==> src/rv_pkg.sv <==
`default_nettype none

package rv_pkg;

    localparam int xlen = 32;                       // Data and address width

    typedef logic [4:0] reg_addr_t;                 // Register index

    typedef enum logic [6:0] {
        op_reg    = 7'd51,                          // R-type ALU
        op_imm    = 7'd19,                          // I-type ALU and shifts
        op_load   = 7'd3,
        op_store  = 7'd35,
        op_branch = 7'd99,                          // All four branches share this one
        op_lui    = 7'd55,
        op_jal    = 7'd111
    } opcode_e;

    localparam logic [2:0] f3_add  = 3'd0;          // add, sub, addi
    localparam logic [2:0] f3_slt  = 3'd2;
    localparam logic [2:0] f3_and  = 3'd7;
    localparam logic [2:0] f3_sll  = 3'd1;
    localparam logic [2:0] f3_srl  = 3'd5;          // srli and srai, split by funct7
    localparam logic [2:0] f3_beq  = 3'd0;
    localparam logic [2:0] f3_bne  = 3'd1;
    localparam logic [2:0] f3_blt  = 3'd4;
    localparam logic [2:0] f3_bge  = 3'd5;
    localparam logic [2:0] f3_word = 3'd2;          // lw and sw

    typedef enum logic [2:0] {
        alu_add, alu_sub, alu_and, alu_slt, alu_sll, alu_srl, alu_sra, alu_pass_b
    } alu_op_e;

    typedef struct packed {
        logic [6:0] funct7;
        reg_addr_t  rs2;
        reg_addr_t  rs1;
        logic [2:0] funct3;
        reg_addr_t  rd;
        opcode_e    opcode;
    } r_fmt_t;

    typedef struct packed {
        logic [11:0] imm;
        reg_addr_t   rs1;
        logic [2:0]  funct3;
        reg_addr_t   rd;
        opcode_e     opcode;
    } i_fmt_t;

    typedef struct packed {
        logic [6:0] imm_hi;                         // imm[11:5]
        reg_addr_t  rs2;
        reg_addr_t  rs1;
        logic [2:0] funct3;
        logic [4:0] imm_lo;                         // imm[4:0]
        opcode_e    opcode;
    } s_fmt_t;

    typedef struct packed {
        logic       imm12;
        logic [5:0] imm10_5;
        reg_addr_t  rs2;
        reg_addr_t  rs1;
        logic [2:0] funct3;
        logic [3:0] imm4_1;
        logic       imm11;
        opcode_e    opcode;
    } b_fmt_t;

    typedef struct packed {
        logic [19:0] imm;                           // Upper 20 bits of the result
        reg_addr_t   rd;
        opcode_e     opcode;
    } u_fmt_t;

    typedef struct packed {
        logic       imm20;
        logic [9:0] imm10_1;
        logic       imm11;
        logic [7:0] imm19_12;
        reg_addr_t  rd;
        opcode_e    opcode;
    } j_fmt_t;

    // One instruction word, six ways to read it
    typedef union packed {
        r_fmt_t r;
        i_fmt_t i;
        s_fmt_t s;
        b_fmt_t b;
        u_fmt_t u;
        j_fmt_t j;
    } instr_t;

    typedef struct packed {
        alu_op_e alu_op;
        logic    src_b_imm;                         // B operand from immediate, not rs2
        logic    reg_write;
        logic    wb_from_mem;                       // Write back load data
        logic    wb_pc_link;                        // Write back PC+4
        logic    pc_load_target;                    // PC takes the branch or jump target
        logic    pc_advance;                        // PC takes PC+4
        logic    ir_load;
        logic    mem_access;                        // Strobe the memory port
    } ctrl_t;

    typedef struct packed {
        logic            strobe;
        logic            write;
        logic [xlen-1:0] addr;
        logic [xlen-1:0] wdata;
    } mem_req_t;

    typedef enum logic [2:0] {
        st_fetch, st_decode, st_execute, st_memory, st_writeback
    } seq_state_e;

endpackage

`default_nettype wire
==> src/alu.sv <==
`default_nettype none

module alu (
    input  rv_pkg::alu_op_e         op,
    input  logic [rv_pkg::xlen-1:0] a,
    input  logic [rv_pkg::xlen-1:0] b,
    output logic [rv_pkg::xlen-1:0] result,
    output logic                    eq,
    output logic                    lt
);
    import rv_pkg::*;

    logic [4:0] shamt;                              // Shift amount

    assign shamt = b[4:0];

    // Flags serve branches whatever the operation
    assign eq = (a == b);
    assign lt = ($signed(a) < $signed(b));          // Signed compare

    always_comb begin
        case (op)
            alu_add:    result = a + b;
            alu_sub:    result = a - b;
            alu_and:    result = a & b;
            alu_slt:    result = {{(xlen-1){1'b0}}, lt};
            alu_sll:    result = a << shamt;
            alu_srl:    result = a >> shamt;
            alu_sra:    result = $signed(a) >>> shamt;  // Sign bit fills from the left
            alu_pass_b: result = b;                 // lui
            default:    result = '0;
        endcase
    end

endmodule

`default_nettype wire

==> src/control_unit.sv <==
`default_nettype none

module control_unit (
    input  logic               clock,
    input  logic               reset,
    input  rv_pkg::instr_t     instr,
    input  logic               eq,
    input  logic               lt,
    output rv_pkg::seq_state_e state,
    output rv_pkg::ctrl_t      ctrl
);
    import rv_pkg::*;

    seq_state_e next_state;
    logic       taken;                              // Branch condition met
    logic       is_mem;                             // Word load or store

    always_comb begin
        case (instr.b.funct3)
            f3_beq:  taken = eq;
            f3_bne:  taken = !eq;
            f3_blt:  taken = lt;
            f3_bge:  taken = !lt;
            default: taken = 1'b0;                  // Unknown branch just falls through
        endcase
    end

    assign is_mem = (instr.i.opcode == op_load || instr.i.opcode == op_store)
                    && instr.i.funct3 == f3_word;

    always_comb begin
        case (state)
            st_fetch:   next_state = st_decode;
            st_decode:  next_state = st_execute;
            st_execute: next_state = is_mem ? st_memory : st_fetch;
            st_memory:  next_state = (instr.i.opcode == op_load) ? st_writeback : st_fetch;
            default:    next_state = st_fetch;      // Writeback always ends the instruction
        endcase
    end

    always_ff @(posedge clock or posedge reset) begin
        if (reset) begin
            state <= st_fetch;
        end else begin
            state <= next_state;
        end
    end

    always_comb begin
        ctrl = '0;                                  // alu_add, nothing written
        case (state)
            st_fetch:  ctrl.mem_access = !reset;    // Port stays quiet while held in reset
            st_decode: ctrl.ir_load = 1'b1;         // Fetched word arrives this cycle
            st_execute: begin
                ctrl.pc_advance = 1'b1;
                case (instr.r.opcode)
                    op_reg: begin
                        ctrl.reg_write = 1'b1;
                        case ({instr.r.funct7, instr.r.funct3})
                            {7'h00, f3_add}: ctrl.alu_op = alu_add;
                            {7'h20, f3_add}: ctrl.alu_op = alu_sub;
                            {7'h00, f3_and}: ctrl.alu_op = alu_and;
                            {7'h00, f3_slt}: ctrl.alu_op = alu_slt;
                            default:         ctrl.reg_write = 1'b0;
                        endcase
                    end
                    op_imm: begin
                        ctrl.src_b_imm = 1'b1;
                        ctrl.reg_write = 1'b1;
                        case (instr.i.funct3)
                            f3_add: ctrl.alu_op = alu_add;  // addi, also nop
                            f3_slt: ctrl.alu_op = alu_slt;  // Comparison bit straight to rd
                            f3_sll: begin
                                ctrl.alu_op    = alu_sll;
                                ctrl.reg_write = (instr.r.funct7 == 7'h00);
                            end
                            f3_srl: begin
                                // funct7 picks logical or arithmetic
                                ctrl.alu_op    = instr.r.funct7[5] ? alu_sra : alu_srl;
                                ctrl.reg_write = (instr.r.funct7 == 7'h00
                                                  || instr.r.funct7 == 7'h20);
                            end
                            default: ctrl.reg_write = 1'b0;
                        endcase
                    end
                    op_load, op_store: ctrl.src_b_imm = 1'b1;  // rs1 + offset to result reg
                    op_branch: begin
                        ctrl.pc_load_target = taken;
                        ctrl.pc_advance     = !taken;
                    end
                    op_lui: begin
                        ctrl.src_b_imm = 1'b1;
                        ctrl.alu_op    = alu_pass_b;
                        ctrl.reg_write = 1'b1;
                    end
                    op_jal: begin
                        ctrl.reg_write      = 1'b1;
                        ctrl.wb_pc_link     = 1'b1;
                        ctrl.pc_load_target = 1'b1;
                        ctrl.pc_advance     = 1'b0;
                    end
                    default: ;                      // Unknown opcode only moves the PC
                endcase
            end
            st_memory: ctrl.mem_access = 1'b1;      // Address from result register
            st_writeback: begin
                ctrl.reg_write   = 1'b1;
                ctrl.wb_from_mem = 1'b1;            // Read data valid one cycle after strobe
            end
            default: ;
        endcase
    end

endmodule

`default_nettype wire

==> src/datapath.sv <==
`default_nettype none

module datapath #(
    parameter logic [rv_pkg::xlen-1:0] reset_pc = '0
) (
    input  logic                    clock,
    input  logic                    reset,
    input  rv_pkg::ctrl_t           ctrl,
    input  rv_pkg::seq_state_e      state,
    input  logic [rv_pkg::xlen-1:0] mem_rdata,
    input  logic [rv_pkg::xlen-1:0] alu_result,
    input  logic [rv_pkg::xlen-1:0] rs1_data,
    input  logic [rv_pkg::xlen-1:0] rs2_data,
    output rv_pkg::instr_t          instr,
    output logic [rv_pkg::xlen-1:0] alu_a,
    output logic [rv_pkg::xlen-1:0] alu_b,
    output logic [rv_pkg::xlen-1:0] wb_data,
    output rv_pkg::mem_req_t        mem_req
);
    import rv_pkg::*;

    logic [xlen-1:0] pc;
    logic [xlen-1:0] result_q;                      // ALU result held for the memory state
    logic [xlen-1:0] pc_plus4;
    logic [xlen-1:0] target;                        // Branch or jump destination
    logic [xlen-1:0] imm_i, imm_s, imm_b, imm_u, imm_j;
    logic [xlen-1:0] imm_op;                        // Immediate for the ALU B side

    assign imm_i = {{20{instr.i.imm[11]}}, instr.i.imm};
    assign imm_s = {{20{instr.s.imm_hi[6]}}, instr.s.imm_hi, instr.s.imm_lo};
    assign imm_b = {{19{instr.b.imm12}}, instr.b.imm12, instr.b.imm11,
                    instr.b.imm10_5, instr.b.imm4_1, 1'b0};
    assign imm_u = {instr.u.imm, 12'd0};
    assign imm_j = {{11{instr.j.imm20}}, instr.j.imm20, instr.j.imm19_12,
                    instr.j.imm11, instr.j.imm10_1, 1'b0};

    always_comb begin
        case (instr.i.opcode)
            op_store: imm_op = imm_s;
            op_lui:   imm_op = imm_u;
            default:  imm_op = imm_i;               // ALU immediates and loads
        endcase
    end

    assign alu_a = (instr.u.opcode == op_lui) ? '0 : rs1_data;
    assign alu_b = ctrl.src_b_imm ? imm_op : rs2_data;

    assign pc_plus4 = pc + xlen'(4);
    assign target   = pc + ((instr.j.opcode == op_jal) ? imm_j : imm_b);

    always_comb begin
        if (ctrl.wb_from_mem) begin
            wb_data = mem_rdata;
        end else if (ctrl.wb_pc_link) begin
            wb_data = pc_plus4;                     // jal link, PC not yet updated
        end else begin
            wb_data = alu_result;
        end
    end

    always_ff @(posedge clock or posedge reset) begin
        if (reset) begin
            pc <= reset_pc;
        end else if (ctrl.pc_load_target) begin
            pc <= target;
        end else if (ctrl.pc_advance) begin
            pc <= pc_plus4;
        end
    end

    always_ff @(posedge clock) begin
        if (ctrl.ir_load) begin
            instr <= mem_rdata;                     // Read data from the fetch strobe
        end
        if (state == st_execute) begin
            result_q <= alu_result;                 // Load/store address
        end
    end

    // One port, steered by sequencer state
    assign mem_req.strobe = ctrl.mem_access;
    assign mem_req.write  = (state == st_memory) && (instr.s.opcode == op_store);
    assign mem_req.addr   = (state == st_fetch) ? pc : result_q;
    assign mem_req.wdata  = rs2_data;

endmodule

`default_nettype wire

==> src/reg_file.sv <==
`default_nettype none

module reg_file (
    input  logic                    clock,
    input  logic                    reset,
    input  rv_pkg::reg_addr_t       rs1,
    input  rv_pkg::reg_addr_t       rs2,
    input  rv_pkg::reg_addr_t       rd,
    input  logic                    write,
    input  logic [rv_pkg::xlen-1:0] wdata,
    output logic [rv_pkg::xlen-1:0] rs1_data,
    output logic [rv_pkg::xlen-1:0] rs2_data
);
    import rv_pkg::*;

    logic [xlen-1:0] regs [1:31];                   // x0 has no storage

    always_ff @(posedge clock or posedge reset) begin
        if (reset) begin
            for (int i = 1; i < 32; i++) begin
                regs[i] <= '0;
            end
        end else if (write && rd != '0) begin       // Writes to x0 dropped
            regs[rd] <= wdata;
        end
    end

    // Combinational read ports
    assign rs1_data = (rs1 == '0) ? '0 : regs[rs1];
    assign rs2_data = (rs2 == '0) ? '0 : regs[rs2];

endmodule

`default_nettype wire

==> src/rv_core.sv <==
`default_nettype none

module rv_core #(
    parameter logic [rv_pkg::xlen-1:0] reset_pc = '0
) (
    input  logic                    clock,
    input  logic                    reset,
    output rv_pkg::mem_req_t        mem_req,
    input  logic [rv_pkg::xlen-1:0] mem_rdata
);
    import rv_pkg::*;

    ctrl_t           ctrl;                          // Control word for this cycle
    seq_state_e      state;
    instr_t          instr;                         // Instruction register
    logic            eq, lt;                        // ALU compare flags
    logic [xlen-1:0] alu_a, alu_b, alu_result;
    logic [xlen-1:0] rs1_data, rs2_data;
    logic [xlen-1:0] wb_data;                       // Register write-back value

    control_unit u_control_unit (
        .clock (clock),
        .reset (reset),
        .instr (instr),
        .eq    (eq),
        .lt    (lt),
        .state (state),
        .ctrl  (ctrl)
    );

    datapath #(
        .reset_pc (reset_pc)
    ) u_datapath (
        .clock      (clock),
        .reset      (reset),
        .ctrl       (ctrl),
        .state      (state),
        .mem_rdata  (mem_rdata),
        .alu_result (alu_result),
        .rs1_data   (rs1_data),
        .rs2_data   (rs2_data),
        .instr      (instr),
        .alu_a      (alu_a),
        .alu_b      (alu_b),
        .wb_data    (wb_data),
        .mem_req    (mem_req)
    );

    alu u_alu (
        .op     (ctrl.alu_op),
        .a      (alu_a),
        .b      (alu_b),
        .result (alu_result),
        .eq     (eq),
        .lt     (lt)
    );

    // Register indices straight from the instruction register
    reg_file u_reg_file (
        .clock    (clock),
        .reset    (reset),
        .rs1      (instr.r.rs1),
        .rs2      (instr.r.rs2),
        .rd       (instr.r.rd),
        .write    (ctrl.reg_write),
        .wdata    (wb_data),
        .rs1_data (rs1_data),
        .rs2_data (rs2_data)
    );

endmodule

`default_nettype wire

==> config.mk <==
export PLATFORM = sky130hd
export DESIGN_NAME = rv_core
export DESIGN_NICKNAME = d
export VERILOG_FILES = /design/src/rv_pkg.sv /design/src/alu.sv /design/src/control_unit.sv /design/src/datapath.sv /design/src/reg_file.sv /design/src/rv_core.sv
export SDC_FILE = /design/constraint.sdc
export NUM_CORES = 2
export LEC_CHECK = 0
export ABC_AREA = 1
export BUFFER_PORTS_ARGS = -buffer_cell sky130_fd_sc_hd__buf_4
export CAP_MARGIN = 20
export CORE_MARGIN = 4
export CORE_UTILIZATION = 30
export DETAILED_ROUTE_END_ITERATION = 8
export HOLD_SLACK_MARGIN = 0.1
export PLACE_DENSITY = 0.44
export SLEW_MARGIN = 20
export SYNTH_ARGS = -nofsm -noshare
export SYNTH_HDL_FRONTEND = slang
export SYNTH_SLANG_ARGS = --single-unit
==> constraint.sdc <==
create_clock -name clock -period 42.8 [get_ports clock]
set_input_delay 8.56 -clock clock [delete_from_list [all_inputs] [get_ports clock]]
set_output_delay 8.56 -clock clock [all_outputs]
set_load 0.05 [all_outputs]
# ---- Word level (Yosys, flattened, before mapping)
# Index checks and enable logic that the tools add are counted.
dict set report totals {
  mem_bits_ro 0
  n_memories 0
  inputBits 34
  register_bits 1091
  latch_bits 0
  ramBits 0
}
dict set report classes {
  muxes 41
  n_addsub 4
  n_eq_ne 27
  order_cmp 5
  shifts 3
  n_div 0
  bitwise_logic 4
  reduce_logical 23
  multipliers 0
}
# operator count
set ops {}
lappend ops {{bitwise mux 992 bit} 1}
lappend ops {{2-to-1 mux 32 bit} 14}
lappend ops {{binary-select mux 32 bit (select 5 bit)} 2}
lappend ops {{one-hot mux 32 bit (8 select lines)} 1}
lappend ops {{demux 32 bit (select 5 bit)} 1}
lappend ops {{adder 32 bit} 2}
lappend ops {{one-hot mux 31 bit (2 select lines)} 1}
lappend ops {{adder 32 x 3 -> 32 bit, second input constant} 1}
lappend ops {{bitwise AND 32 bit} 1}
lappend ops {{equality test 32 bit} 1}
lappend ops {{< comparator 32 bit} 1}
lappend ops {{<< shifter 32 x 5 -> 32 bit} 1}
lappend ops {{>> shifter 32 x 5 -> 32 bit} 1}
lappend ops {{>>> shifter 32 x 5 -> 32 bit} 1}
lappend ops {{subtractor 32 bit} 1}
lappend ops {{equality test 7 x 6 -> 1 bit, second input constant} 4}
lappend ops {{equality test 3 bit, second input constant} 7}
lappend ops {{2-to-1 mux 20 bit} 1}
lappend ops {{greater-or-equal comparator 6 bit, second input constant} 3}
lappend ops {{NOT 5 -> 6 bit} 3}
lappend ops {{one-hot mux 3 bit (3 select lines)} 2}
lappend ops {{equality test 3 x 2 -> 1 bit, second input constant} 5}
lappend ops {{equality test 7 bit, second input constant} 2}
lappend ops {{one-hot mux 3 bit (4 select lines)} 1}
lappend ops {{27 further kinds} 49}

# ---- Logic depth before layout (Yosys ltp)
dict set report logic_depth {
  ltp_word 15
  mapped_depth 39
}

# ---- Cells and area by module
# Synthesis repeated with hierarchy kept, for this count alone.
dict set report hier_totals {
  cells_unflattened 12137
  area_unflattened_um2 75705.1
}
# module cells_per_inst area_per_inst_um2 instances
set by_module_without_submodules {}
lappend by_module_without_submodules {reg_file 8860 57447.6 1}
lappend by_module_without_submodules {alu 1931 9364.0 1}
lappend by_module_without_submodules {datapath 1239 8306.7 1}
lappend by_module_without_submodules {control_unit 107 586.8 1}

# ---- Least setup slack after synthesis
# Ideal clock, no wire load.
dict set report synth_path {
  kind {input port to output port}
  startpoint {input port reset}
  endpoint {output port mem_req[65] (netlist name)}
  path_stages 1
  n_path_buf 0
  arrival_ps 9656
  path_slack_ps 24584
  path_cell_list {o21ai_0}
}
dict set report synth_between {
  elab_chain_cells 2
}
# item line
set synth_lines {}
lappend synth_lines {{from (decl)} rv_core.sv:7} ;# input logic reset,
lappend synth_lines {{logical NOT 1 bit (no source line)} --}
lappend synth_lines {{one-hot mux 1 bit (2 select lines)} control_unit.sv:51} ;# case (state)
lappend synth_lines {{to (decl)} rv_core.sv:8} ;# output rv_pkg::mem_req_t mem_req,
# Every way passes these cells.

==> impl.org <==
** Route
- Number of design rule violations left after detail routing :: 0
- Antenna-violating nets left :: 0
- Average detailed-routed wire length per instance :: 27.5 microns
- DRC marker count from the first detailed-route iteration :: 10000
- The routed design has 387000 microns of wire.
- Dividing the detail-routed via count by the number of cells gives 5.58.
- Count of vias placed by the detailed router :: 78500
- Before antenna repair, the detailed router went through 8 iterations.

** Setup path
- Data arrival, critical path :: 9130 ps
- Data required time of the worst path :: 34240 ps
- Worst setup EP type :: output port
- The number of cells on the worst reg-to-reg path is 34.
- WS Path Type :: in2out
- Critical Path Start Type :: input port
- Along the worst path, the maximum fanout reaches 2.

** Power
- Clk network pwr share :: 17.6%
- Overall power of the completed layout :: 6980 uW
- The internal portion of the total power is 2810 uW.
- Relative contribution of combinational cells to total power :: 65.3%
- Per report_power, the sequential group accounts for 17.1% of the total.
- Maximum VDD drop :: 0.000174 V
- Dividing total power by cell area gives a power density of 86.6 mW/mm^2.
- Of the total power, the share spent switching nets is 59.8%.
- In this run the static leakage power is 0.0392 uW.
- Power spent charging and discharging nets :: 4180 uW

** Cells and area
- Area used by multi-input combinational logic :: 0.0384 sq mm
- Compared with the post-synthesis result, the final layout area differs by 10.2%.
- The layout has 26200 filler cells.
- Across the whole layout, storage elements account for 0.0276 sq mm.
- Post-route core utilization :: 33.2%
- Share of post-route cells with drive strength above 1 :: 6.42%
- Count of nets after finishing :: 10900

** CTS
- Quantity of gates resized following cts :: 0
- Setup repair bufs after CTS :: 0
- The clock net in this run drives a total of 1090 sinks.
- Clock root cell :: sky130_fd_sc_hd__clkbuf_16
- Clock latency at the later pin of the worst-skew pair :: 830 ps
- Clock H-tree levels :: 4
- Clock-pin slew was measured on the worst setup and hold paths at 50 ps.
- TritonCTS clock tree :: built
- In this run the deepest clock path goes through 3 buffers.
- Number of buffers added by the clock tree synthesis step :: 139
- Buffers inserted to repair hold after CTS numbered 0.

** Floorplan
- Initial cell density of the core :: 30.1%
- The total area inside the core boundary comes to 0.243 sq mm.
- Pin placement for this block handled 100 I/O pins.
- The initialized floorplan defines 181 standard-cell rows.
- Measured along the x axis, the die boundary spans 502 microns.
- In this run the vertical extent of the chip is 502 microns.
- The die covers 0.252 sq mm.

** STA
- The final hold violation count is 0.
- Max-slew headroom :: 22.0%
- Hold is met by 479 ps.
- Max-slew violation count :: 0
- The worst path in the final design needs a cycle of 17690 ps, including I/O delays and setup.
- Across the routed clock network, the largest skew measured is 34.3 ps.
- Setup repair after global routing left no endpoint under its margin.
- Sum of negative setup slack :: 0 ps
- Timing would allow up to 0.0565 GHz.
- Setup Viol. Count Final :: 0
- Final period utilization :: 41.3%
- Transition time at the pin with the least slew margin :: 1170 ps

** Synth
- Yosys printed 0 warnings.
- Sequential cell area fraction in the yosys report :: 37.7%
- Number of instances in the synthesized netlist :: 11100
- For this run, asynchronously set or reset flops after synthesis account for 94.1%.
- Number of synthesized flops with an enable pin :: 64
- Cell Area, Synth :: 0.0732 sq mm
- For this run, the leading register cell type out of synthesis is sky130_fd_sc_hd__dfrtp_1.
- After synthesis the netlist holds a flip-flop and latch count of 1090.
- In this run the mean area of a mapped cell was 6.59 sq um.
- Number of nets produced by synthesis :: 11200
- The top cell type by area accounts for 35.1% of the synthesized area.
- The synthesized netlist contains 66 unique library cells.
- Largest cells by area after synthesis :: sky130_fd_sc_hd__dfrtp_1 35%, sky130_fd_sc_hd__nand2_1 23%, sky130_fd_sc_hd__nand3_1 8.1%
- Biggest area consumer among synthesized cells :: sky130_fd_sc_hd__dfrtp_1

** Placement
- The count of buffers added on input and output ports is 99.
- At the end of routability-driven placement, the weighted congestion stood at 0.981.
- Placed wire-length estimate :: 239000 microns

** Global route
- The initial antenna violation count is 16.
- Total routing resource utilization after global routing :: 29.8%
- First-pass GRT wire length :: 546000 microns
- Met3 capacity usage during global routing :: 5.49%
- For this run, global-route usage on met1 was measured as 41.0%.
- Most utilized layer in the global route result :: met2
- Entering global routing, the biggest net connects 179 pins.
- Overall overflow remaining after global route :: 0
- The via count of the first global-routing pass is 73000.
- For met2 alone, demand over resource in global routing was 45.6%.

** Hold path
- Hold/Removal Path Class :: reg2reg
- Worst hold path depth :: 2

** Outcome
- Outcome :: complete, no violations

** Flow run
- Max-cap viol count :: 0
==> per-layer routing <==
layer  up-vias  share of wire (%)
met4         8                4.6
li1      35200                  -
met5         -              0.016
met2      4369                 43
met3       821                9.1
met1     38100                 43
==> through the flow <==
stage	cells	worst slack (ps)	instance area, sq um
final	14100	25110	80700
after global routing	14100	25080	80700
after CTS	14100	25110	80700
after detailed placement	13800	25100	76000
after global placement	13800	25110	76000
after floorplan	11100	5370	73200
==> critical path, stage by stage <==
cell,delay (ps)
sky130_fd_sc_hd__buf_4,130
sky130_fd_sc_hd__o21ai_0,180
sky130_fd_sc_hd__buf_4,250
==> cells in the mapped netlist, types with 13 or more instances <==
library cell                instances
sky130_fd_sc_hd__edfxtp_1          64
sky130_fd_sc_hd__nand4_1           56
sky130_fd_sc_hd__xnor2_1           16
sky130_fd_sc_hd__a221oi_1          28
sky130_fd_sc_hd__o221ai_1          73
sky130_fd_sc_hd__o2111ai_1         36
sky130_fd_sc_hd__a21oi_1          591
sky130_fd_sc_hd__nand3_1         1182
sky130_fd_sc_hd__dfrtp_1         1026
sky130_fd_sc_hd__nor2_1           441
sky130_fd_sc_hd__nor4_1            13
sky130_fd_sc_hd__buf_2            294
sky130_fd_sc_hd__ha_1              96
sky130_fd_sc_hd__or2_2             33
sky130_fd_sc_hd__inv_1            873
sky130_fd_sc_hd__buf_4             92
sky130_fd_sc_hd__nor3_2            16
sky130_fd_sc_hd__nand2_1         4490
sky130_fd_sc_hd__nor3_1            35
sky130_fd_sc_hd__buf_6             37
sky130_fd_sc_hd__inv_2             22
sky130_fd_sc_hd__nand3b_1          20
sky130_fd_sc_hd__buf_1             71
sky130_fd_sc_hd__o21ai_0          703
sky130_fd_sc_hd__o211ai_1         242
sky130_fd_sc_hd__xor2_1            66
sky130_fd_sc_hd__o21ai_1           74
sky130_fd_sc_hd__clkbuf_1         310
==> layout by cell type (no fill, tap or decap), types with 43 or more instances in the layout <==
cell type and count:
sky130_fd_sc_hd__a21oi_1 590, sky130_fd_sc_hd__edfxtp_1 64, sky130_fd_sc_hd__nand4_1 56, sky130_fd_sc_hd__inv_2 44, sky130_fd_sc_hd__o221ai_1 73, sky130_fd_sc_hd__o21ai_0 703, sky130_fd_sc_hd__xor2_1 66, sky130_fd_sc_hd__o21ai_1 73
sky130_fd_sc_hd__nand2_1 4485, sky130_fd_sc_hd__nor2_1 419, sky130_fd_sc_hd__o211ai_1 242, sky130_fd_sc_hd__dfrtp_1 1026, sky130_fd_sc_hd__nand3_1 1182, sky130_fd_sc_hd__clkbuf_16 143, sky130_fd_sc_hd__ha_1 96, sky130_fd_sc_hd__inv_1 840
sky130_fd_sc_hd__buf_4 303, sky130_fd_sc_hd__clkbuf_1 43
==> power groups by stage <==
stage / clock [uW] / combinational (uW) / sequential (uW)
after global placement: 0 / 4460 / 1210
after CTS: 1250 / 4460 / 1190
after detailed placement: 0 / 4440 / 1210
after global routing: 1290 / 4790 / 1200
after floorplan: 0 / 2800 / 1190
final: 1230 / 4560 / 1200
==> worst paths after layout <==
path                                           start                      end  slack (ps)
worst max-delay path                           reset              mem_req[65]       25110
worst min-delay path            u_reg_file.regs[605]     u_reg_file.regs[605]         480
worst max register to register  u_datapath.instr[21]     u_reg_file.regs[862]       32840
worst min register to register  u_reg_file.regs[605]     u_reg_file.regs[605]         480
max in group asynchronous                      reset     u_reg_file.regs[530]       30920
min in group asynchronous                      reset  u_control_unit.state[0]        7890
==> state kept, by name (all words and copies together) (netlist names) <==
name / cells
u_control_unit.state: 3
u_datapath.instr: 32
u_reg_file.regs: 992
u_datapath.pc: 31
u_datapath.result_q: 32
==> logic make-up after synthesis <==
| group | after synthesis | share of synthesized area [%] |
|---|---|---|
| buf+inv | 1708 | 10.1 |
| fa+ha+maj | 99 | 1.72 |
| xor+xnor | 82 | 0.982 |
| compound gates | 1809 | 14.1 |
| simple gates | 6318 | 35.3 |
| flops | 1090 | 37.7 |
==> final cells by class <==
type	count	share of cell area, %
Clock buffer	215	5.13
Inverter	904	4.28
Sequential cell	1090	34.2
Timing Repair Buffer	317	3.15
Multi-Input combinational cell	8308	47.7
Tap cell	3202	4.97
Clock inverter	38	0.603
Antenna cell	2	0.00620
(Power assumes the default switching activity.)
